**src/verilog/tft_cmd_pkg.sv**
```systemverilog
package tft_cmd_pkg;

    // ra8875 frame is one command byte followed by one data byte
    localparam int frame_bits = 16;
    localparam int frame_cnt_w = $clog2(frame_bits);

    // reply bits clocked in during the second byte
    localparam int miso_bits = 8;

    // width of the cycle count in a delay word
    localparam int delay_w = 31;

    // command byte that returns data on miso
    localparam logic [7:0] ra8875_read_cmd = 8'h40;

    // bit 31 low, spi frame
    typedef struct packed {
        logic        delay_sel;
        logic [14:0] unused;
        logic [7:0]  cmd_byte;
        logic [7:0]  data_byte;
    } tft_spi_word_t;

    // bit 31 high, wait in clock cycles
    typedef struct packed {
        logic               delay_sel;
        logic [delay_w-1:0] cycles;
    } tft_delay_word_t;

    typedef union packed {
        tft_spi_word_t   spi_view;
        tft_delay_word_t delay_view;
    } tft_cmd_t;

endpackage

```
**src/verilog/tft_mmio_pkg.sv**
```systemverilog
package tft_mmio_pkg;

    // bus geometry of the register port
    localparam int bus_addr_w = 2;
    localparam int bus_data_w = 32;

    // register map
    // write issues a command word, read returns the last one
    localparam logic [bus_addr_w-1:0] addr_cmd = 2'd0;

    // read only, last miso byte zero extended
    localparam logic [bus_addr_w-1:0] addr_rdata = 2'd1;

endpackage

```
**src/verilog/tft_mmio_regs.sv**
```systemverilog
`timescale 1ns/100ps

module tft_mmio_regs (
    input  logic                                 clk,
    input  logic                                 nrst,
    input  logic                                 bus_req,
    input  logic                                 bus_we,
    input  logic [tft_mmio_pkg::bus_addr_w-1:0]  bus_addr,
    input  logic [tft_mmio_pkg::bus_data_w-1:0]  bus_wdata,
    output logic [tft_mmio_pkg::bus_data_w-1:0]  bus_rdata,
    output logic                                 bus_ack,
    output logic                                 cmd_req,
    output tft_cmd_pkg::tft_cmd_t                cmd_word,
    input  logic                                 cmd_ack,
    input  logic [tft_cmd_pkg::miso_bits-1:0]    rx_byte,
    input  logic                                 rx_valid
);
    import tft_mmio_pkg::*;
    import tft_cmd_pkg::*;

    typedef enum logic [1:0] {
        st_idle,
        st_issue,
        st_respond,
        st_release
    } bus_state_t;

    bus_state_t state;
    logic [miso_bits-1:0] rx_data;
    logic cmd_write;

    assign cmd_write = bus_we && (bus_addr == addr_cmd);

    // read mux, held stable by the master while bus_ack is high
    always_comb begin
        case (bus_addr)
            addr_cmd: begin
                bus_rdata = cmd_word;
            end
            addr_rdata: begin
                bus_rdata = {{(bus_data_w - miso_bits){1'b0}}, rx_data};
            end
            default: begin
                bus_rdata = '0;
            end
        endcase
    end

    // bus slave fsm, command writes wait here for the engine
    always_ff @(posedge clk) begin
        if (!nrst) begin
            state    <= st_idle;
            bus_ack  <= 1'b0;
            cmd_req  <= 1'b0;
            cmd_word <= '0;
        end else begin
            case (state)
                st_idle: begin
                    if (bus_req) begin
                        if (cmd_write) begin
                            cmd_word <= bus_wdata;
                            cmd_req  <= 1'b1;
                        end
                        state <= st_issue;
                    end
                end
                st_issue: begin
                    // reads and ignored writes pass straight through
                    if (!cmd_req) begin
                        state <= st_respond;
                    end else if (cmd_ack) begin
                        cmd_req <= 1'b0;
                        state   <= st_respond;
                    end
                end
                st_respond: begin
                    bus_ack <= 1'b1;
                    state   <= st_release;
                end
                st_release: begin
                    // hold ack until the master lets go
                    if (!bus_req) begin
                        bus_ack <= 1'b0;
                        state   <= st_idle;
                    end
                end
                default: begin
                    state <= st_idle;
                end
            endcase
        end
    end

    // last reply byte from the display
    always_ff @(posedge clk) begin
        if (!nrst) begin
            rx_data <= '0;
        end else if (rx_valid) begin
            rx_data <= rx_byte;
        end
    end

endmodule

```
**src/verilog/tft_spi_ctrl.sv**
```systemverilog
`timescale 1ns/100ps

module tft_spi_ctrl (
    input  logic                                clk,
    input  logic                                nrst,
    input  logic                                bus_req,
    input  logic                                bus_we,
    input  logic [tft_mmio_pkg::bus_addr_w-1:0] bus_addr,
    input  logic [tft_mmio_pkg::bus_data_w-1:0] bus_wdata,
    output logic [tft_mmio_pkg::bus_data_w-1:0] bus_rdata,
    output logic                                bus_ack,
    output logic                                chip_select,
    output logic                                sclk,
    output logic                                bit_data,
    input  logic                                miso
);
    import tft_cmd_pkg::*;

    // command hand-off between register block and engine
    logic cmd_req;
    logic cmd_ack;
    tft_cmd_t cmd_word;
    logic [miso_bits-1:0] rx_byte;
    logic rx_valid;

    tft_mmio_regs regs_inst (
        .clk       (clk),
        .nrst      (nrst),
        .bus_req   (bus_req),
        .bus_we    (bus_we),
        .bus_addr  (bus_addr),
        .bus_wdata (bus_wdata),
        .bus_rdata (bus_rdata),
        .bus_ack   (bus_ack),
        .cmd_req   (cmd_req),
        .cmd_word  (cmd_word),
        .cmd_ack   (cmd_ack),
        .rx_byte   (rx_byte),
        .rx_valid  (rx_valid)
    );

    tft_spi_engine engine_inst (
        .clk         (clk),
        .nrst        (nrst),
        .cmd_req     (cmd_req),
        .cmd_word    (cmd_word),
        .cmd_ack     (cmd_ack),
        .rx_byte     (rx_byte),
        .rx_valid    (rx_valid),
        .chip_select (chip_select),
        .sclk        (sclk),
        .bit_data    (bit_data),
        .miso        (miso)
    );

endmodule

```
**src/verilog/tft_spi_engine.sv**
```systemverilog
`timescale 1ns/100ps

module tft_spi_engine (
    input  logic                              clk,
    input  logic                              nrst,
    input  logic                              cmd_req,
    input  tft_cmd_pkg::tft_cmd_t             cmd_word,
    output logic                              cmd_ack,
    output logic [tft_cmd_pkg::miso_bits-1:0] rx_byte,
    output logic                              rx_valid,
    output logic                              chip_select,
    output logic                              sclk,
    output logic                              bit_data,
    input  logic                              miso
);
    import tft_cmd_pkg::*;

    typedef enum logic [2:0] {
        st_idle,
        st_load,
        st_shift,
        st_delay,
        st_done
    } eng_state_t;

    eng_state_t state;
    logic [frame_cnt_w-1:0] bit_cnt;
    logic [delay_w-1:0] delay_cnt;
    logic read_flag;
    logic [frame_bits-1:0] frame;
    logic last_bit;
    logic capture;

    assign last_bit = (bit_cnt == frame_cnt_w'(frame_bits - 1));

    // sclk low now means it rises on this edge, the slave samples there too
    assign capture = (state == st_shift) && !sclk && read_flag
                     && (bit_cnt >= frame_cnt_w'(frame_bits - miso_bits));

    always_ff @(posedge clk) begin
        if (!nrst) begin
            state       <= st_idle;
            cmd_ack     <= 1'b0;
            rx_valid    <= 1'b0;
            chip_select <= 1'b1;
            sclk        <= 1'b1;
            bit_data    <= 1'b1;
            read_flag   <= 1'b0;
            bit_cnt     <= '0;
            delay_cnt   <= '0;
        end else begin
            rx_valid <= 1'b0;
            case (state)
                st_idle: begin
                    if (cmd_req) begin
                        state <= st_load;
                    end
                end
                st_load: begin
                    // same word seen as a delay or as a spi frame
                    read_flag <= !cmd_word.spi_view.delay_sel
                                 && (cmd_word.spi_view.cmd_byte == ra8875_read_cmd);
                    bit_cnt   <= '0;
                    if (cmd_word.delay_view.delay_sel) begin
                        if (cmd_word.delay_view.cycles == '0) begin
                            delay_cnt <= delay_w'(1);
                        end else begin
                            delay_cnt <= cmd_word.delay_view.cycles;
                        end
                        state <= st_delay;
                    end else begin
                        chip_select <= 1'b0;
                        sclk        <= 1'b0;
                        bit_data    <= cmd_word.spi_view.cmd_byte[7];
                        state       <= st_shift;
                    end
                end
                st_shift: begin
                    if (!sclk) begin
                        sclk <= 1'b1;
                    end else if (last_bit) begin
                        // sclk already high, leave it there for idle
                        chip_select <= 1'b1;
                        bit_data    <= 1'b1;
                        rx_valid    <= read_flag;
                        cmd_ack     <= 1'b1;
                        state       <= st_done;
                    end else begin
                        sclk     <= 1'b0;
                        bit_data <= frame[frame_bits-2];
                        bit_cnt  <= bit_cnt + 1'b1;
                    end
                end
                st_delay: begin
                    if (delay_cnt == delay_w'(1)) begin
                        cmd_ack <= 1'b1;
                        state   <= st_done;
                    end else begin
                        delay_cnt <= delay_cnt - 1'b1;
                    end
                end
                st_done: begin
                    if (!cmd_req) begin
                        cmd_ack <= 1'b0;
                        state   <= st_idle;
                    end
                end
                default: begin
                    state <= st_idle;
                end
            endcase
        end
    end

    // frame shifter and miso capture
    always_ff @(posedge clk) begin
        if (state == st_load) begin
            frame <= {cmd_word.spi_view.cmd_byte, cmd_word.spi_view.data_byte};
        end else if (state == st_shift && sclk && !last_bit) begin
            frame <= {frame[frame_bits-2:0], 1'b0};
        end
        if (capture) begin
            rx_byte <= {rx_byte[miso_bits-2:0], miso};
        end
    end

endmodule
```
**config.mk**
```make
export PLATFORM = sky130hd
export DESIGN_NAME = tft_spi_ctrl
export DESIGN_NICKNAME = d
export VERILOG_FILES = /design/src/verilog/tft_cmd_pkg.sv /design/src/verilog/tft_mmio_pkg.sv /design/src/verilog/tft_mmio_regs.sv /design/src/verilog/tft_spi_ctrl.sv /design/src/verilog/tft_spi_engine.sv
export SDC_FILE = /design/constraint.sdc
export NUM_CORES = 1
export LEC_CHECK = 0
export BUFFER_PORTS_ARGS = -buffer_cell sky130_fd_sc_hd__buf_4
export CAP_MARGIN = 20
export CORE_ASPECT_RATIO = 1.4
export CORE_MARGIN = 8
export CORE_UTILIZATION = 25
export DETAILED_ROUTE_END_ITERATION = 8
export GPL_ROUTABILITY_DRIVEN = 0
export PLACE_DENSITY = 0.51
export SLEW_MARGIN = 20
export SYNTH_ARGS = -nofsm -noshare
export SYNTH_HDL_FRONTEND = slang
export SYNTH_SLANG_ARGS = --single-unit
```
**constraint.sdc**
```tcl
create_clock -name clk -period 2.3 [get_ports clk]
set_input_delay 0.115 -clock clk [delete_from_list [all_inputs] [get_ports clk]]
set_output_delay 0.115 -clock clk [all_outputs]
set_load 0.03 [all_outputs]
```
### Word level (Yosys, flattened, before mapping)

Index checks and enable logic that the tools add are counted.

| word-level totals | value |
|---|---|
| register bits after elaboration | 111 |
| output and inout port bits | 36 |
| input port bits | 39 |
| word-level logic and storage cells | 118 |

| cells by class | value |
|---|---|
| order comparisons | 1 |
| muxes and demuxes | 43 |
| reductions and logical operators | 32 |
| eq/ne operators | 24 |
| add/sub/neg operators | 2 |

Operator list:

| cell | count |
|---|---|
| $mux 31 | 3 |
| $pmux 32 s2 | 1 |
| $pmux 31 s2 | 1 |
| $eq 31x1->1 const B | 1 |
| $logic_not 31->1 | 1 |
| $sub 31x1->31 const B | 1 |
| $mux 15 | 2 |
| $reduce_and 3->1 | 6 |
| $mux 1 | 16 |
| $ne 2x2->1 const B | 8 |
| $mux 3 | 5 |
| $pmux 3 s5 | 1 |
| $pmux 1 s2 | 5 |
| $reduce_and 5->1 | 2 |
| $reduce_bool 2->1 | 5 |
| $eq 8x7->1 const B | 1 |
| $mux 2 | 4 |
| $mux 4 | 2 |
| $ne 2x1->1 const B | 4 |
| $pmux 2 s4 | 1 |
| $pmux 4 s2 | 1 |
| $reduce_and 4->1 | 2 |
| $logic_and 1x1->1 | 7 |
| $eq 3x2->1 const B | 2 |
| other kinds (14) | 20 |

### Longest topological paths before layout

Gate-level depths: netlist of the first run.

| depth | value |
|---|---|
| depth in word-level cells | 5 |
| depth in mapped cells | 10 |
| depth with buffers taken out | 8 |

### Modules after synthesis

From an unflattened synthesis of the first run, not the netlist that was laid out.

| second synthesis, totals | value |
|---|---|
| cells, all modules | 678 |
| area, all modules | 5,763.0 µm² |

Modules (own cells, without submodules):

| module | sequential area each (µm²) | area each (µm²) | cells an instance | times used |
|---|---|---|---|---|
| tft_spi_engine | 1,571.5 | 3,559.7 | 436 | 1 |
| tft_mmio_regs | 880.8 | 2,203.4 | 242 | 1 |

### Least setup slack after synthesis of the first run

No wires, ideal clock.

| path | value |
|---|---|
| kind | register to register |
| start | register engine_inst.delay_cnt[8] |
| end | register engine_inst.delay_cnt[27] |
| required time | 2.168 ns |
| setup slack | 0.005 ns |
| setup time | 0.132 ns |
| cell stages (with the launch flop) | 8 |
| clock period less this slack | 2.295 ns |
| buffers on the path | 1 |
| arrival time | 2.163 ns |
| path through | dfxtp_1 > or4_1 > buf_6 > nor4_4 > nand4_2 > or4_1 > a21oi_1 > o32ai_1 |

| between the ends | value |
|---|---|
| word-level cells in the longest chain between the ends | 3 |
| elaborated cells on any way between the ends | 6 |
| those cells by class | add/sub: 1; eq/ne: 2; mux: 2; reduce/logical: 1 |

Ends and longest elaborated chain:

| what | RTL line | source |
|---|---|---|
| start, declared | tft_spi_engine.sv:28 | `logic [delay_w-1:0] delay_cnt;` |
| start signal, assigned | tft_spi_engine.sv:66 | `delay_cnt <= delay_w'(1);` |
| start signal, assigned | tft_spi_engine.sv:68 | `delay_cnt <= cmd_word.delay_view.cycles;` |
| start signal, assigned | tft_spi_engine.sv:99 | `delay_cnt <= delay_cnt - 1'b1;` |
| $sub 31x1->31 / $eq 31x1->1 (equally long branches) | tft_spi_engine.sv:99, tft_spi_engine.sv:95 |  |
| $mux 31 / $ne 2x2->1 (equally long branches) | n/a |  |
| $pmux 31 s2 / $reduce_and 3->1 (equally long branches) | n/a |  |

Several ways; a longest one is shown, not always the timed one. The select of a mux whose other input is x is not followed.
A chain may end at the register's enable or synchronous reset.

### Final worst setup path of the first run

| path | value |
|---|---|
| start | register engine_inst.delay_cnt[15] |
| end | register engine_inst.delay_cnt[4] |

| between the ends | value |
|---|---|
| word-level cells in the longest chain between the ends | 3 |

Ends and longest elaborated chain:

| what | RTL line | source |
|---|---|---|
| $eq 31x1->1 | tft_spi_engine.sv:95 | `if (delay_cnt == delay_w'(1)) begin` |
| $ne 2x2->1 (no line) | n/a |  |
| $reduce_and 3->1 (no line) | n/a |  |

Every way passes these cells.

==> results_tabular.tex, run 1 <==
\begin{tabular}{lr}
\hline
Metric & Value \\
\hline
\multicolumn{2}{l}{\textbf{Run status}} \\
Run status & finished, final reports clean \\
\multicolumn{2}{l}{\textbf{Floorplanning}} \\
Number of placement rows & 64 \\
Die Height & 192 µm \\
Number of top-level pins & 75 \\
Starting density of the core & 0.254 \\
Placeable core region & $\sim$0.022 mm² \\
Die width & 142 µm \\
Die Area & approximately 0.027 mm² \\
\multicolumn{2}{l}{\textbf{STA}} \\
Achievable frequency & approximately 460 MHz \\
Relative slew slack & 0.604 \\
Count of final max-slew check failures & 0 \\
Worst path setup slack after routing & 119 ps \\
Worst Skew & 12.4 ps \\
Tightest hold margin & 5.14 ps \\
Setup repair after global routing missed its margin & no \\
Period minus WS final & 2180 ps \\
Count of final setup violators & 0 \\
Final period utilization & 0.948 \\
Least-Margin Pin Slew & 589 ps \\
Final number of hold-violating endpoints & 0 \\
Sum of negative setup slack & 0 ps \\
\multicolumn{2}{l}{\textbf{Synth}} \\
Post-synthesis share of cell area spent on xor and xnor gates & 0.00159 \\
Mean cell area of the mapped netlist & approximately 8 µm² \\
Distinct cell type count of the synthesized netlist & 62 \\
Synthesized net count & 721 \\
Yosys warning total & 0 \\
Library cell with the largest summed area after synthesis & sky130\_fd\_sc\_hd\_\_dfxtp\_1 \\
Post-synthesis adder-cell area fraction & 0.0204 \\
Mapped cell area & 0.00552 mm² \\
Most used DFF post-synth & sky130\_fd\_sc\_hd\_\_dfxtp\_1 \\
Fraction of post-synthesis cell area in the top cell type by area & 0.319 \\
Top cells by area in the synthesized netlist & sky130\_fd\_sc\_hd\_\_dfxtp\_1, sky130\_fd\_sc\_hd\_\_edfxtp\_1, sky130\_fd\_sc\_hd\_\_nand2\_1 \\
Sequential share of the synthesized area & 0.444 \\
Proportion of register bits with asynchronous set or reset after synthesis & 0 \\
Number of enable-type register cells in the synthesized netlist & 23 \\
Simple-gate portion of the synthesized area & 0.284 \\
Post-synthesis compound-gate area fraction & 0.173 \\
Top cell types by occurrence after synthesis & sky130\_fd\_sc\_hd\_\_nand2\_1, sky130\_fd\_sc\_hd\_\_dfxtp\_1, sky130\_fd\_sc\_hd\_\_a21oi\_1 \\
Multiplexer fraction of the synthesized cell area & 0.0367 \\
Gate count after technology mapping & 673 \\
Largest family of logic cells by synthesized area & simple AND/OR/NAND/NOR gates \\
Most used standard cell by instance count after synthesis & sky130\_fd\_sc\_hd\_\_nand2\_1 \\
Post-synthesis sequential element count & 111 \\
\multicolumn{2}{l}{\textbf{GRT}} \\
Most used routing layer & met2 \\
Met2 usage & 0.243 \\
Fraction of met3 tracks used by global routing & 0.0251 \\
Antenna violations before repair & 0 \\
All-Layer GR Usage & 0.133 \\
Wire length of the first global-routing pass & 28400 µm \\
Remaining global-route overflow & 0 \\
Vias in the first global route & 5140 \\
Maximum number of pins on one net before global-route repair & 54 \\
Met1 layer usage reported by global route & 0.149 \\
\multicolumn{2}{l}{\textbf{Clocking}} \\
Root cell of the clock tree & sky130\_fd\_sc\_hd\_\_clkbuf\_16 \\
Clk pin slew, worst setup/hold paths & 80 ps \\
H-Tree Level Count & 3 \\
Number of buffers added for setup after CTS & 0 \\
CTS tree & done \\
Clock buffer count from CTS & 9 \\
Source-to-sink clock delay at the later pin of the worst-skew pair & 360 ps \\
Number of buffers on the longest clock path & 2 \\
Number of sinks handled by clock tree synthesis & 111 \\
\multicolumn{2}{l}{\textbf{Worst setup path}} \\
Crit path max fanout & 9 \\
Critical-path top delay cell & sky130\_fd\_sc\_hd\_\_or4\_1 \\
Sequence of cells on the critical path & or4\_1 -> nor4\_4 -> and4\_4 -> o21a\_4 -> buf\_12 -> o21ai\_0 -> a21boi\_0 \\
Crit. End Element & register \\
Required time of the critical path & approximately 2600 ps \\
WS Path Type & reg2reg \\
Arr. time, crit path & 2450 ps \\
Critical Path Source Type & register \\
Critical Path Max Stage Delay & 660 ps \\
\multicolumn{2}{l}{\textbf{Worst hold path}} \\
Type of the worst min-delay path & in2reg \\
\multicolumn{2}{l}{\textbf{Layout}} \\
Final standard cell area without fillers & 0.00715 mm² \\
Share of the core filled with cells & 0.328 \\
Total inserted antenna cells & 0 \\
Final nets & 828 \\
Share of post-route cells with drive strength above 1 & 0.208 \\
Synthesis-to-finish area growth & 29.4\% \\
Final cell count without fillers & 1082 \\
\multicolumn{2}{l}{\textbf{Drt}} \\
Number of antenna-violating nets in the routed design & 0 \\
Detailed-route wire length per cell & around 17 µm \\
Post-detailed-route via-to-cell ratio & 4.80 \\
Total Routed Length & 18100 µm \\
DRC violation total after the first TritonRoute iteration & 260 \\
Post-detailed-route DRC marker count & 0 \\
First-pass iteration count of the detailed router & 5 \\
Routed via count & 5199 \\
\multicolumn{2}{l}{\textbf{Power and ir drop}} \\
Power, Total & 4.44 mW \\
Power density relative to cell area & 621 mW/mm² \\
Worst VDD drop & 0.295 mV \\
Static Leakage & 2.83 nW \\
\multicolumn{2}{l}{\textbf{Place}} \\
Port Buffers & 74 \\
Placed instance area & approximately 0.0067 mm² \\
Dpl cells & around 1100 \\
Worst slack at placement & -41.7 ps \\
Sum of net half-perimeters after detailed placement & 13400 µm \\
\multicolumn{2}{l}{\textbf{Job}} \\
Number of maximum-capacitance constraint violations & 0 \\
\hline
\end{tabular}
## final cells by class
cell class | instances | area, µm²
inverters | 8 | 30.0
well taps | 297 | 372
flip-flops and latches | 111 | 2450
clock buffers | 10 | 229
repair buffers | 141 | 1140
multi-input cells | 509 | 2880
fillers | 2367 | 14600
clock inverters | 6 | 50.0
## flip-flops by register name (all words and copies together), names as in the netlist
name,count
engine_inst.rx_valid,1
regs_inst.state,2
regs_inst.cmd_req,1
engine_inst.cmd_ack,1
engine_inst.chip_select,1
regs_inst.cmd_word,32
regs_inst.rx_data,8
engine_inst.delay_cnt,31
engine_inst.sclk,1
engine_inst.read_flag,1
regs_inst.bus_ack,1
engine_inst.frame,15
engine_inst.state,3
engine_inst.rx_byte,8
engine_inst.bit_cnt,4
engine_inst.bit_data,1
## layer usage
layer | vias up | part of all wire | routed length, µm
met5 | - | 0 | 0
met4 | 0 | 0.029 | 529
met3 | 27 | 0.033 | 606
met2 | 90 | 0.53 | 9590
met1 | 2498 | 0.41 | 7400
li1 | 2584 | - | -
## cells in the final DEF (no fill, tap or decap), types with 3 or more instances in the layout
cell,synthesis,final
sky130_fd_sc_hd__inv_1,7,7
sky130_fd_sc_hd__and2_1,25,25
sky130_fd_sc_hd__or4_1,7,5
sky130_fd_sc_hd__buf_12,0,4
sky130_fd_sc_hd__a32oi_1,5,5
sky130_fd_sc_hd__nand2_1,161,161
sky130_fd_sc_hd__dlygate4sd3_1,0,11
sky130_fd_sc_hd__nor3_1,19,18
sky130_fd_sc_hd__edfxtp_1,23,23
sky130_fd_sc_hd__nor4_1,14,13
sky130_fd_sc_hd__dfxtp_1,88,88
sky130_fd_sc_hd__o31ai_1,3,3
sky130_fd_sc_hd__a21boi_0,16,16
sky130_fd_sc_hd__o41ai_1,3,3
sky130_fd_sc_hd__o21a_1,4,4
sky130_fd_sc_hd__nor2_1,48,47
sky130_fd_sc_hd__buf_4,3,126
sky130_fd_sc_hd__nand4_1,6,6
sky130_fd_sc_hd__inv_6,0,3
sky130_fd_sc_hd__a21oi_1,66,66
sky130_fd_sc_hd__o211ai_1,5,5
sky130_fd_sc_hd__ha_1,9,9
sky130_fd_sc_hd__and3_1,7,7
sky130_fd_sc_hd__or3_1,4,4
sky130_fd_sc_hd__o21ai_0,24,24
sky130_fd_sc_hd__nor2b_1,3,3
sky130_fd_sc_hd__nand3_1,15,15
sky130_fd_sc_hd__o32ai_1,6,6
sky130_fd_sc_hd__mux2i_1,18,18
sky130_fd_sc_hd__clkbuf_16,0,9
## critical path: cells and delay by family, from the launching register on
family	cells	cell delay (ps)
and+or+nand+nor	3	1170
AOI/OAI and AO/OA	3	460
DFF	1	320
buffers and inverters	1	130
## repair_timing
item | in CTS | in global routing
resized for setup | 2 | 7
setup endpoints to repair | 10 | 7
hold endpoints to repair | 10 | 1
hold buffers | 10 | 1
## cells by family after synthesis
family	count (synthesis)
AOI/OAI and AO/OA	153
xor gates and xnor gates	1
adders and majority gates	9
buffers and inverters	53
DFF	111
muxes	20
and+or+nand+nor	326
## path summary, 6_finish.rpt
| check | start | cells after the start | endpoint | slack (ps) |
|---|---|---|---|---|
| worst min register to register | engine_inst.rx_byte[4] | 0 | engine_inst.rx_byte[5] | 460 |
| worst min-delay path | bus_wdata[12] | 3 | regs_inst.cmd_word[12] | 5 |
| worst max-delay path | engine_inst.delay_cnt[15] | 7 | engine_inst.delay_cnt[4] | 120 |
| worst max register to register | engine_inst.delay_cnt[15] | 7 | engine_inst.delay_cnt[4] | 120 |
## power breakdown
part           total, mW  internal (mW)  leakage (nW)  switching, mW
combinational      0.713          0.297          1.78          0.416
clock               1.52          0.754         0.138          0.768
sequential          2.20           2.11         0.919         0.0887
total               4.44           3.16          2.83           1.27
No activity file was read; power rests on OpenSTA's default activity.
==> run 2: changes to the inputs <==
MAX_ROUTING_LAYER = met4   (was not set)
PLACE_DENSITY = not set   (was 0.51)
PLACE_DENSITY_LB_ADDON = 0.12   (was not set)
==> results_tabular.tex, run 2 (synthesized netlist as in run 1, its figures left out) <==
\begin{tabular}{lr}
\hline
Metric & Value \\
\hline
\multicolumn{2}{l}{\textbf{Worst setup path}} \\
Critical Path Source Type & register \\
Required time of the critical path & 2540 ps \\
Timing startpoint of the critical path & engine\_inst.delay\_cnt[1] \\
Cell depth of the worst flop-to-flop path & 6 \\
Worst flop-to-flop path endpoint & engine\_inst.delay\_cnt[27] \\
Critical R2R Launch & engine\_inst.delay\_cnt[1] \\
Critical Path Max Stage Delay & 590 ps \\
WS Path Type & reg2reg \\
Crit path max fanout & 4 \\
CP dominant cell by count & sky130\_fd\_sc\_hd\_\_or4\_4 \\
Crit. End Element & register \\
Arr. time, crit path & 2470 ps \\
Critical-path top delay cell & sky130\_fd\_sc\_hd\_\_or4\_4 \\
Endpoint of the worst setup timing path & engine\_inst.delay\_cnt[27] \\
Reg-to-reg setup timing slack & $\sim$68 ps \\
Sequence of cells on the critical path & or4\_4 -> nor4\_4 -> nand4\_2 -> or4\_4 -> a21oi\_2 -> o32ai\_1 \\
\multicolumn{2}{l}{\textbf{STA}} \\
Final period utilization & 0.970 \\
Least-Margin Pin Slew & 574 ps \\
Count of final setup violators & 0 \\
Setup repair after global routing missed its margin & yes \\
Relative slew slack & 0.616 \\
Final number of hold-violating endpoints & 0 \\
Worst Skew & about 12 ps \\
Sum of negative setup slack & 0 ps \\
Count of final max-slew check failures & 0 \\
Achievable frequency & approximately 450 MHz \\
Period minus WS final & approximately 2200 ps \\
Tightest hold margin & 10.9 ps \\
\multicolumn{2}{l}{\textbf{Layout}} \\
Commonest non-fill, non-tap cell in the layout & sky130\_fd\_sc\_hd\_\_nand2\_1 \\
Synthesis-to-finish area growth & 32.7\% \\
Reg area & 0.00246 mm² \\
Final nets & approximately 840 \\
Final cell count without fillers & 1097 \\
Total inserted antenna cells & 0 \\
Number of flip-flops under the largest register name & 32 \\
Multi-input gate area & 0.00292 mm² \\
Share of post-route cells with drive strength above 1 & 0.231 \\
Highest-count cells in the layout ignoring fill and taps & sky130\_fd\_sc\_hd\_\_nand2\_1, sky130\_fd\_sc\_hd\_\_buf\_4, sky130\_fd\_sc\_hd\_\_dfxtp\_1 \\
Most flops, register & regs\_inst.cmd\_word \\
Top Registers & regs\_inst.cmd\_word x32, engine\_inst.delay\_cnt x31, engine\_inst.frame x15 \\
Final-layout fill cell count & 2345 \\
\multicolumn{2}{l}{\textbf{GRT}} \\
Maximum number of pins on one net before global-route repair & 56 \\
Vias in the first global route & 5325 \\
Remaining global-route overflow & 0 \\
Wire length of the first global-routing pass & 29700 µm \\
Antenna violations before repair & 0 \\
All-Layer GR Usage & 0.144 \\
\multicolumn{2}{l}{\textbf{Floorplanning}} \\
Starting density of the core & 0.254 \\
Die Area & 0.0272 mm² \\
Die Height & roughly 190 µm \\
Number of top-level pins & 75 \\
Die width & about 140 µm \\
Number of placement rows & between 60 and 70 \\
Placeable core region & 0.0218 mm² \\
\multicolumn{2}{l}{\textbf{Drt}} \\
Number of antenna-violating nets in the routed design & 0 \\
Post-detailed-route via-to-cell ratio & 4.81 \\
Detailed-route wire length per cell & 17.2 µm \\
DRC violation total after the first TritonRoute iteration & 296 \\
Total Routed Length & 18900 µm \\
First-pass iteration count of the detailed router & 4 \\
Post-detailed-route DRC marker count & 0 \\
Routed via count & around 5300 \\
\multicolumn{2}{l}{\textbf{Power and ir drop}} \\
Power density relative to cell area & just over 600 mW/mm² \\
Worst VDD drop & 0.321 mV \\
Part of the power in the clock network & 0.345 \\
Switching pwr & 1.31 mW \\
Static Leakage & 2.93 nW \\
P\_int & 3.18 mW \\
Switching portion of total power & 0.291 \\
Combinational power share & 0.164 \\
Seq pwr share & 0.491 \\
\multicolumn{2}{l}{\textbf{Worst hold path}} \\
WHS Path Cells & 3 \\
Type of the worst min-delay path & in2reg \\
\multicolumn{2}{l}{\textbf{Clocking}} \\
CTS tree & done \\
Number of buffers on the longest clock path & 2 \\
Clock buffer count from CTS & 9 \\
H-Tree Level Count & 3 \\
Root cell of the clock tree & sky130\_fd\_sc\_hd\_\_clkbuf\_16 \\
Source-to-sink clock delay at the later pin of the worst-skew pair & around 360 ps \\
Number of sinks handled by clock tree synthesis & 111 \\
Clk pin slew, worst setup/hold paths & 80 ps \\
\multicolumn{2}{l}{\textbf{Place}} \\
Sum of net half-perimeters after detailed placement & 14100 µm \\
Port Buffers & between 70 and 80 \\
Dpl cells & 1063 \\
\multicolumn{2}{l}{\textbf{Run status}} \\
Run status & finished, final reports clean \\
\multicolumn{2}{l}{\textbf{Job}} \\
Number of maximum-capacitance constraint violations & 0 \\
\hline
\end{tabular}
-- run 2: worst max-delay path: cells and delay by family, from the launching register on --
| kind | cells | cell delay, ps |
|---|---|---|
| AOI/OAI and AO/OA | 2 | 220 |
| and+or+nand+nor | 4 | 1550 |
| DFF | 1 | 340 |
-- run 2: how the worst min path moves through the flow --
stage / from / to
3_5_place_dp: miso / engine_inst.rx_byte[0]
5_1_grt: bus_wdata[19] / regs_inst.cmd_word[19]
4_1_cts: bus_wdata[19] / regs_inst.cmd_word[19]
2_1_floorplan: miso / engine_inst.rx_byte[0]
6_report: bus_wdata[19] / regs_inst.cmd_word[19]
3_3_place_gp: miso / engine_inst.rx_byte[0]
-- run 2: repair_timing --
item,in CTS,in global routing
endpoints found under the setup margin,23,24
resized for setup,3,21
setup buffers,0,3
hold endpoints to repair,15,0
pin swaps,0,7
hold buffers,15,0
-- run 2: per-stage QoR --
step	worst slack, ps	util	cell area, µm²	power [mW]
final	67.9	0.337	7330	4.49
after global placement	-165	0.312	6790	2.95
after global routing	-5.86	0.337	7330	4.71
after detailed placement	-180	0.312	6790	2.97
after CTS	18.9	0.332	7230	4.55
after floorplan	4.55	-	5520	2.65
-- run 2: final cells by class --
| class | count | share of cell area |
|---|---|---|
| clock buffers | 10 | 0.0312 |
| clock inverters | 6 | 0.00734 |
| inverters | 8 | 0.00410 |
| multi-input cells | 509 | 0.399 |
| flip-flops and latches | 111 | 0.335 |
| well taps | 297 | 0.0507 |
| repair buffers | 156 | 0.173 |
-- run 2: metal layers --
layer / GRT usage / wire length (µm) / vias to the layer above / share of wire
li1: - / - / 2617 / -
met1: 0.161 / 8080 / 2555 / 0.43
met2: 0.261 / 9940 / 79 / 0.53
met3: 0.0149 / 491 / 22 / 0.026
met4: 0.0547 / 367 / 0 / 0.019
met5: - / 0 / - / 0
-- run 2: power groups by stage --
stage / sequential (mW) / combinational, mW / clock [mW]
finish: 2.21 / 0.738 / 1.55
global route: 2.22 / 0.819 / 1.67
CTS: 2.21 / 0.741 / 1.60
detailed placement: 2.25 / 0.716 / 0
global placement: 2.25 / 0.704 / 0
floorplan: 2.25 / 0.404 / 0
